### config.mk
export PLATFORM = sky130hd
export DESIGN_NAME = aes_spi
export DESIGN_NICKNAME = d
export VERILOG_FILES = /design/src/logic/aes_pkg.sv /design/src/logic/aes_spi.sv
export SDC_FILE = /design/constraint.sdc
export NUM_CORES = 1
export LEC_CHECK = 0
export CORE_AREA = 2 2 152 154
export DETAILED_ROUTE_END_ITERATION = 8
export DIE_AREA = 0 0 154 156
export DONT_BUFFER_PORTS = 1
export GPL_ROUTABILITY_DRIVEN = 0
export SETUP_SLACK_MARGIN = 0.1
export SKIP_LAST_GASP = 1
export SYNTH_ARGS = -nofsm -noshare
export SYNTH_HDL_FRONTEND = slang
export SYNTH_SLANG_ARGS = --single-unit
### constraint.sdc
create_clock -name sclk -period 1.2 [get_ports sclk]
set_clock_uncertainty 0.05 [all_clocks]
set_input_delay 0.24 -clock sclk [delete_from_list [all_inputs] [get_ports sclk]]
set_output_delay 0.24 -clock sclk [all_outputs]
set_load 0.03 [all_outputs]
### src/logic/aes_pkg.sv
// aes-128 shared types
package aes_pkg;

  // one 32-bit word of the key schedule
  typedef logic [31:0] aes_word_t;

  // a 128-bit round key as four schedule words, word 0 in the top bits
  typedef aes_word_t [0:3] aes_key_t;

  // a cipher block seen either as a flat vector or as sixteen bytes
  // the flat view feeds the serial shift chain
  // the byte view follows fips-197 column order, so byte 4*c + r is row r of column c
  // byte 0 is the most significant byte of the flat view
  typedef union packed {
    logic [127:0]     bits;
    logic [0:15][7:0] bytes;
  } aes_block_t;

  // round counter wide enough for the ten rounds and the finishing step
  typedef logic [3:0] aes_round_t;

  // number of cipher rounds for a 128-bit key
  localparam aes_round_t num_rounds = 4'd10;

  // round constant used by the first key expansion step
  localparam logic [7:0] rcon_init = 8'h01;

  // multiply by x in gf(2^8) modulo the aes polynomial x^8 + x^4 + x^3 + x + 1
  // used by mixcolumns and to advance the round constant
  function automatic logic [7:0] xtime(input logic [7:0] b);
    logic [7:0] shifted;
    shifted = {b[6:0], 1'b0};
    // reduce when the top bit falls out of the byte
    if (b[7]) begin
      shifted = shifted ^ 8'h1b;
    end
    return shifted;
  endfunction

endpackage
### src/logic/aes_spi.sv
// spi shift interface for the aes core
`timescale 1ns/1ps

module aes_spi (
  input  logic                sclk,
  input  logic                rst,
  input  logic                mosi,
  input  logic                done,
  input  aes_pkg::aes_block_t ciphertext,
  output logic                miso,
  output aes_pkg::aes_block_t plaintext,
  output aes_pkg::aes_key_t   key
);

  logic [127:0] out_shift;
  logic         was_done;
  logic         miso_q;

  // one 256-bit chain, plaintext on top and key below
  // mosi enters the key lsb, the key msb spills into the plaintext lsb
  // so the host sends plaintext first and then key, both msb first
  always_ff @(posedge sclk) begin
    {plaintext.bits, key} <= {plaintext.bits[126:0], key, mosi};
  end

  // keep loading the ciphertext until done has been seen at a falling edge
  // after that the register moves one bit toward the top on every posedge
  always_ff @(posedge sclk) begin
    if (!was_done) begin
      out_shift <= ciphertext.bits;
    end else begin
      out_shift <= {out_shift[126:0], 1'b0};
    end
  end

  // miso changes on the falling edge, half a cycle ahead of the host sampling
  // the bit stays low while no result is ready
  always_ff @(negedge sclk) begin
    if (rst) begin
      was_done <= 1'b0;
      miso_q   <= 1'b0;
    end else begin
      was_done <= done;
      miso_q   <= done & out_shift[127];
    end
  end

  // before the first falling edge with done high, show the ciphertext msb directly
  assign miso = (done && !was_done) ? ciphertext.bits[127] : miso_q;

endmodule

==> impl_metrics.json, run 1 <==
{
  "antenna_found_initial": 0,
  "critical_path.endpoint_type": "output port",
  "pwr-share-clk_pct": 45.0,
  "cap_violations": 0,
  "seq_area_frac_synth_pct": 77.9,
  "grtUsageTotal_pct": 17.2,
  "rsz0062_at_grt": "yes",
  "routed-via-count": 4684,
  "start_util_pct": 44.3,
  "io_buffers": 0,
  "worstSetupPathType": "flop to output port",
  "num_io_pins": 389,
  "grt_max_degree": 17,
  "arrival_ps": 1980,
  "die_height_um": 156,
  "drive_gt1_share_pct": 64.9,
  "areaGrowthSynthToFinish_pct": 43.2,
  "cts_sinks": 386,
  "holdWs_ps": 243,
  "instances_no_fill": 1038,
  "report.final.hold_viol_count": 0,
  "power_density_nw_per_um2": 1860,
  "core_area_um2": 22400,
  "crit_fanout": 2,
  "power_frac_seq_pct": 49.7,
  "gr-total-overflow": 0,
  "setup_viol": 169,
  "dp_hpwl_um": 13200,
  "setup_ws_ps": -1070,
  "r2r-start": "was_done$_SDFF_NP0_",
  "worstSkewPairLatency_ps": 560,
  "worstMarginPinSlew_ps": 234,
  "drt_pass1_iterations": 4,
  "root_buffer": "clkbuf_16",
  "cts_buffers": 37,
  "n_antenna_cell": 0,
  "p_sw_w": 0.00551,
  "syn_inst": 533,
  "r2r_cells": 6,
  "cp.required_ps": 910,
  "clockBufferDepth": 3,
  "violations": "setup timing",
  "min_to": "key[0]$_DFF_P_",
  "whs_path_depth": 1,
  "placed_area_um2": 10200,
  "yosysWarnings": 0,
  "die-area_um2": 24000,
  "total_leakage_power_nw": 5.80,
  "fin_nets": 857,
  "min-delay-start": "mosi",
  "yosysUniqueCellTypes": 9,
  "grt_pass1_vias": 5330,
  "synth.net_count": 665,
  "setup_tns_ps": -109090,
  "final_area_um2": 14200,
  "reg2reg_to": "out_shift[44]$_DFF_P_",
  "p_comb_share_pct": 5.2,
  "fp-row-count": 55,
  "status": "finished, violations left",
  "grt_pass1_wl_um": 32100,
  "ant_nets": 0,
  "worstHoldPathType": "input port to flop",
  "syn_area_per_cell_um2": 18.6,
  "cp-start-kind": "flop",
  "viasPerCell": 4.51,
  "power.internal_w": 0.0209,
  "drtIter0Drc": 122,
  "clkTransAtPathRegs_ps": 60,
  "placed_cells": 825,
  "slew_headroom_pct": 84.4,
  "chipWidth_um": 154,
  "drt-total-wl_um": 21400,
  "swShare_pct": 20.8,
  "drc": 0,
  "final_max_slew_viol_count": 0,
  "ys_seq_elements": 386,
  "htreeDepth": 2,
  "worst_ir_drop_vdd_mv": 1.66,
  "cts_tree": "yes",
  "syn_area_um2": 9920,
  "r2r_setup_slack_ps": -920,
  "wl_per_cell_um": 20.6
}
[worst max-delay path, stage by stage (launching register included)]
cell and delay (ps):
dfxtp_4 330, nand2b_4 130, mux2_4 350
[final cells by class]
cell class,instances,area (um2)
Sequential cell,386,8690
Fill cell,1442,8160
Multi-Input combinational cell,132,1950
Timing Repair Buffer,166,1910
Clock buffer,48,1090
Tap cell,285,357
Clock inverter,21,203
[registers in the layout (all words and copies together), names as in the netlist]
| signal | cells |
|---|---|
| plaintext | 128 |
| key | 128 |
| was_done | 1 |
| miso_q | 1 |
| out_shift | 128 |
[cell families after synthesis]
| logic type | Yosys count | share of synthesized area (%) |
|---|---|---|
| mux | 128 | 19.0 |
| flops | 386 | 77.9 |
| buf+inv | 15 | 2.78 |
| simple gates | 4 | 0.252 |
[cells in the final DEF (no fill, tap or decap), types with 4 or more instances in the layout]
cell type and count:
buf_6 7, dfxtp_1 129, buf_16 4, clkbuf_16 40
clkbuf_8 6, clkinv_2 8, dfxtp_4 256, dlygate4sd3_1 129
mux2_4 125, buf_12 11, clkinvlp_4 4, buf_8 13
[Yosys cell counts]
master,n,area share [%]
buf_6,1,0.11
and2_1,1,0.063
buf_12,13,2.6
nor2b_1,2,0.13
inv_1,1,0.038
dfxtp_1,386,78
mux2_4,119,18
nand2b_1,1,0.063
mux2_2,9,1.0
[power by group through the flow]
stage	Combinational, W	Sequential [W]	Clock [W]
CTS	0.00140	0.0131	0.0121
global route	0.00146	0.0132	0.0127
global placement	0.000815	0.0139	0.0000156
floorplan	0.000792	0.0139	0.0000157
finish	0.00138	0.0132	0.0119
detailed placement	0.000835	0.0139	0.0000156
[metrics by stage]
| stage | setup WS [ps] | power (W) | utilization (%) |
|---|---|---|---|
| floorplan | -521 | 0.0147 | - |
| global route | -1110 | 0.0273 | 63.5 |
| CTS | -1090 | 0.0267 | 63.6 |
| detailed placement | -600 | 0.0148 | 45.8 |
| global placement | -582 | 0.0148 | 45.8 |
| finish | -1070 | 0.0264 | 63.5 |
[worst max-delay path by stage]
| stage | from | to | slack [ps] | cells past startpoint |
|---|---|---|---|---|
| final | was_done$_SDFF_NP0_ | miso | -1070 | 2 |
| after global routing | was_done$_SDFF_NP0_ | miso | -1110 | 2 |
| after CTS | was_done$_SDFF_NP0_ | miso | -1090 | 2 |
| after detailed placement | was_done$_SDFF_NP0_ | out_shift[43]$_DFF_P_ | -600 | 3 |
| after global placement | was_done$_SDFF_NP0_ | out_shift[31]$_DFF_P_ | -580 | 3 |
| after floorplan | was_done$_SDFF_NP0_ | out_shift[100]$_DFF_P_ | -520 | 3 |
[layer usage]
metal / vias to the layer above / part of all wire (%) / global-route usage (%)
met2: 293 / 51 / 31.0
met3: 40 / 11 / 7.50
met5: - / 0 / 0
li1: 2167 / - / -
met4: 0 / 2.1 / 5.56
met1: 2184 / 36 / 18.0
[timing repair]
action | in CTS | in global routing
endpoints found under the hold margin | 129 | 0
gates resized for setup | 556 | 13
cloned | 7 | 0
pin swaps | 0 | 0
endpoints found under the setup margin | 386 | 386
buffers inserted | 9 | 8
hold buffers | 129 | 0
Power figures use the tool's default switching activity.
==> run 2: changes to the inputs <==
--- a/config.mk
+++ b/config.mk
@@ -10,6 +10,7 @@
 export DIE_AREA = 0 0 154 156
 export DONT_BUFFER_PORTS = 1
 export GPL_ROUTABILITY_DRIVEN = 0
+export REMOVE_ABC_BUFFERS = 1
 export SETUP_SLACK_MARGIN = 0.1
 export SKIP_LAST_GASP = 1
 export SYNTH_ARGS = -nofsm -noshare
==> run 2 against run 1 <==
The run still ends with setup timing left. Sequential share of layout area fell by 0.11 points. Hold slack got worse by 5.7 ps. First-iteration DRC count fell by 4.1%. Die area did not move. Combinational power barely moved. Power fell by 0.14%. Non-clock buffer count fell by 4. Worst setup slack improved by 4.8 ps. Global-route usage rose by 0.87 points. Register-to-register slack got worse by 20 ps. Critical endpoint unchanged.
==> impl_metrics.json, run 2 (synthesis results as in run 1) <==
{
  "status": "finished, violations left",
  "violations": "setup timing",
  "antenna_found_initial": 0,
  "clockBufferDepth": 3,
  "cts_tree": "yes",
  "r2r_cells": 6,
  "viasPerCell": 4.57,
  "routed-via-count": 4732,
  "fp-row-count": 55,
  "instances_no_fill": 1035,
  "final_cell_mix": "257 x dfxtp_4, 129 x dlygate4sd3_1, 129 x dfxtp_1",
  "final_max_slew_viol_count": 0,
  "cts_sinks": 386,
  "slew_headroom_pct": 88.7,
  "p_comb_share_pct": 5.3,
  "grtUsageTotal_pct": 18.1,
  "drive_gt1_share_pct": 63.7,
  "placed_cells": 820,
  "dp_hpwl_um": 14000,
  "cts_buffers": 37,
  "clkTransAtPathRegs_ps": 70,
  "setup_ws_ps": -1060,
  "worstMarginPinSlew_ps": 170,
  "cp_slowest_stage_delay_ps": 360,
  "chipWidth_um": 154,
  "ant_nets": 0,
  "critical_path.endpoint_type": "output port",
  "worstHoldPathType": "input port to flop",
  "setup_viol": 249,
  "grt_max_degree": 17,
  "grtUsageMet1_pct": 19.5,
  "die-area_um2": 24000,
  "swShare_pct": 20.8,
  "rsz0062_at_grt": "yes",
  "gr-total-overflow": 0,
  "worstSetupPathType": "flop to output port",
  "reg2reg_to": "out_shift[51]$_DFF_P_",
  "r2r-start": "was_done$_SDFF_NP0_",
  "grt_pass1_vias": 5204,
  "core_area_um2": 22400,
  "path_cells": "nand2b_4 -> mux2_4",
  "num_io_pins": 389,
  "grtUsageMet2_pct": 32.5,
  "areaGrowthSynthToFinish_pct": 43.5,
  "io_buffers": 0,
  "cp.required_ps": 910,
  "drt-total-wl_um": 22800,
  "power.internal_w": 0.0209,
  "drtIter0Drc": 117,
  "final_core_util_pct": 63.6,
  "wl_per_cell_um": 22.1,
  "r2r_setup_slack_ps": -940,
  "die_height_um": 156,
  "drc": 0,
  "drt_pass1_iterations": 4,
  "final_common_cell": "dfxtp_4",
  "cp-endpoint": "miso",
  "htreeDepth": 2,
  "total_leakage_power_nw": 5.80,
  "power_frac_seq_pct": 49.8,
  "p_sw_w": 0.00549,
  "grt_util_met3_pct": 6.67,
  "worst_ir_drop_vdd_mv": 1.21,
  "grt_pass1_wl_um": 33100,
  "start_util_pct": 44.3,
  "power_density_nw_per_um2": 1860,
  "startpoint": "was_done$_SDFF_NP0_",
  "report.final.hold_viol_count": 0,
  "arrival_ps": 1970,
  "pwr-share-clk_pct": 44.8,
  "top_usage_layer": "met2",
  "root_buffer": "clkbuf_16",
  "crit_fanout": 2,
  "fin_nets": 853,
  "cap_violations": 0,
  "dp_slack_ps": -609,
  "crit_slowest_cell": "mux2_4",
  "worstSkewPairLatency_ps": 550,
  "cp-start-kind": "flop"
}
==> run 2: changes by cell type in the layout (fill, tap and decap cells not counted), sizes merged <==
cell | before | now
buf | 37 | 27
clkbuf | 48 | 62
clkinv | 10 | 5
clkinvlp | 4 | 2
diode | 0 | 1
inv | 4 | 3
==> run 2: final cells by class <==
class,instances,area (um2)
antenna,1,2.50
clock buffer,56,1110
clock inverter,13,168
fill,1429,8140
multi-input combinational,132,1960
sequential,386,8690
tap,285,357
timing repair buffer,162,1940
==> run 2: metal layers <==
metal	up-vias	part of all wire (%)	wire (um)
met3	49	8.9	2030
met1	2276	36	8300
li1	2157	-	-
met4	0	2.7	615
met5	-	0	0
met2	250	52	11900
==> run 2: timing repair <==
item | CTS | global route
gates resized for setup | 520 | 39
setup endpoints to repair | 386 | 386
gates cloned | 5 | 6
hold endpoints to repair | 129 | 0
setup buffers | 3 | 5
hold buffers | 129 | 0
==> run 2: metrics by stage <==
| step | instance area, um2 | setup TNS [ps] | power [W] | hold WS [ps] |
|---|---|---|---|---|
| floorplan | 9640 | -614930 | 0.0147 | 218 |
| global placement | 10200 | -70680 | 0.0147 | 218 |
| detailed placement | 10200 | -72110 | 0.0148 | 218 |
| CTS | 14000 | -104420 | 0.0264 | 213 |
| global route | 14200 | -116970 | 0.0272 | 229 |
| finish | 14200 | -104250 | 0.0264 | 237 |
==> run 2: critical path, delay by kind of cell (launching register included) <==
kind | cells | cell delay [ps]
and+or+nand+nor | 1 | 130
DFF | 1 | 330
muxes | 1 | 360
==> run 2: worst min-delay path by stage <==
stage          from        endpoint  slack (ps)  depth (start not counted)
2_1_floorplan  mosi  key[0]$_DFF_P_         220                          0
3_3_place_gp   mosi  key[0]$_DFF_P_         220                          0
3_5_place_dp   mosi  key[0]$_DFF_P_         220                          0
4_1_cts        mosi  key[0]$_DFF_P_         210                          1
5_1_grt        mosi  key[0]$_DFF_P_         230                          1
6_report       mosi  key[0]$_DFF_P_         240                          1
==> run 2: power groups by stage <==
stage / sequential (W) / combinational, W / clock [W]
2_1_floorplan: 0.0139 / 0.000737 / 0.0000157
3_3_place_gp: 0.0139 / 0.000793 / 0.0000156
3_5_place_dp: 0.0139 / 0.000824 / 0.0000156
4_1_cts: 0.0132 / 0.00129 / 0.0119
5_1_grt: 0.0132 / 0.00148 / 0.0125
6_report: 0.0132 / 0.00141 / 0.0118
==> run 3: changes to the inputs <==
--- a/config.mk
+++ b/config.mk
@@ -11,7 +11,7 @@
 export DONT_BUFFER_PORTS = 1
 export GPL_ROUTABILITY_DRIVEN = 0
 export REMOVE_ABC_BUFFERS = 1
-export SETUP_SLACK_MARGIN = 0.1
+export SETUP_SLACK_MARGIN = 0.2
 export SKIP_LAST_GASP = 1
 export SYNTH_ARGS = -nofsm -noshare
 export SYNTH_HDL_FRONTEND = slang
==> run 3 against run 2 <==
Non-clock buffer count is 2 higher. First-iteration DRC count shrank 6.8%. Critical endpoint unchanged. Final cell count rose by 0.19%. Largest power group unchanged. Hold slack improved by 14 ps. The run still ends with setup timing left.
==> impl_metrics.json, run 3 (synthesis results as in run 1) <==
{
  "status": "finished, violations left",
  "violations": "setup timing",
  "report.final.hold_viol_count": 0,
  "io_buffers": 0,
  "placed_area_um2": 10200,
  "arrival_ps": 1970,
  "cp.required_ps": 910,
  "setup_ws_ps": -1060,
  "total_leakage_power_nw": 5.81,
  "dp_hpwl_um": 14000,
  "worstMarginPinSlew_ps": 165,
  "final_area_um2": 14300,
  "r2r_setup_slack_ps": -930,
  "htreeDepth": 2,
  "grtUsageTotal_pct": 18.1,
  "die-area_um2": 24000,
  "wl_per_cell_um": 22.1,
  "r2r-start": "was_done$_SDFF_NP0_",
  "worstHoldPathType": "input port to flop",
  "drt_pass1_iterations": 4,
  "final_cell_mix": "257 x dfxtp_4, 129 x dlygate4sd3_1, 129 x dfxtp_1",
  "final_common_cell": "dfxtp_4",
  "clkTransAtPathRegs_ps": 60,
  "cap_violations": 0,
  "slew_headroom_pct": 89.0,
  "reg2reg_to": "out_shift[44]$_DFF_P_",
  "drive_gt1_share_pct": 63.8,
  "drtIter0Drc": 109,
  "cts_sinks": 386,
  "start_util_pct": 44.3,
  "seqCellArea_um2": 8690,
  "viasPerCell": 4.59,
  "cts_tree": "yes",
  "num-fill-cells": 1424,
  "crit_fanout": 2,
  "num_io_pins": 389,
  "cts_buffers": 37,
  "gr-total-overflow": 0,
  "drc": 0,
  "worst_ir_drop_vdd_mv": 1.21,
  "final_max_slew_viol_count": 0,
  "worstSkewPairLatency_ps": 550,
  "min_to": "key[0]$_DFF_P_",
  "rsz0062_at_grt": "yes",
  "fp-row-count": 55,
  "grt_pass1_vias": 5204,
  "min-delay-start": "mosi",
  "grt_pass1_wl_um": 33100,
  "power_density_nw_per_um2": 1850,
  "drt-total-wl_um": 22900,
  "whs_path_depth": 1,
  "final_core_util_pct": 63.7,
  "antenna_found_initial": 0,
  "p_total_w": 0.0264,
  "worstSetupPathType": "flop to output port",
  "chipWidth_um": 154,
  "fin_nets": 855,
  "routed-via-count": 4760,
  "multi_input_area_um2": 1940,
  "root_buffer": "clkbuf_16",
  "ant_nets": 0,
  "critical_path.endpoint_type": "output port",
  "areaGrowthSynthToFinish_pct": 43.7,
  "core_area_um2": 22400,
  "setup_viol": 243,
  "grt_max_degree": 17,
  "r2r_cells": 6,
  "die_height_um": 156,
  "cp-start-kind": "flop",
  "clockBufferDepth": 3
}
## run 3: how the worst max path moves through the flow
stage,from,endpoint,cells past startpoint
after floorplan,was_done$_SDFF_NP0_,miso,2
after global placement,was_done$_SDFF_NP0_,miso,2
after detailed placement,was_done$_SDFF_NP0_,out_shift[46]$_DFF_P_,3
after CTS,was_done$_SDFF_NP0_,miso,2
after global routing,was_done$_SDFF_NP0_,miso,2
final,was_done$_SDFF_NP0_,miso,2
## run 3: timing repair
item | 4_1_cts | 5_1_grt
buffers inserted | 3 | 5
cloned | 5 | 6
gates resized for setup | 520 | 33
hold buffers | 129 | 0
endpoints found under the setup margin | 386 | 386
endpoints found under the hold margin | 129 | 0
## run 3: area by class of cell
class	instances	area share [%]
repair buffers	164	13.9
multi-input cells	132	13.6
well taps	285	2.50
clock buffers	56	7.78
flip-flops and latches	386	61.0
clock inverters	13	1.18
diodes	1	0.0176
## run 3: worst max-delay path, stage by stage (launching register included)
cell      delay (ps)
dfxtp_4          330
nand2b_4         130
mux2_4           360
## run 3: layer usage
metal	part of all wire (%)	vias up	track usage, %	routed length (um)
met5	0	-	0	0
li1	-	2164	-	-
met1	36	2293	19.5	8320
met4	2.8	0	6.63	637
met2	52	253	32.5	11900
met3	8.8	50	6.67	2020
## run 3: per-stage QoR
| step | hold slack, ps | setup TNS, ps | setup WS [ps] | instances |
|---|---|---|---|---|
| floorplan | 218 | -614930 | -5100 | 519 |
| global placement | 218 | -70680 | -588 | 820 |
| detailed placement | 218 | -72110 | -609 | 820 |
| CTS | 213 | -104420 | -1080 | 1025 |
| global route | 249 | -118570 | -1120 | 1036 |
| finish | 251 | -105600 | -1060 | 1037 |
## run 3: where the power goes
part	leakage [nW]	switching [W]	internal [W]	total, W
Combinational	1.82	0.000377	0.00104	0.00142
Clock	0.627	0.00473	0.00709	0.0118
Sequential	3.36	0.000381	0.0128	0.0132
Total	5.81	0.00549	0.0209	0.0264
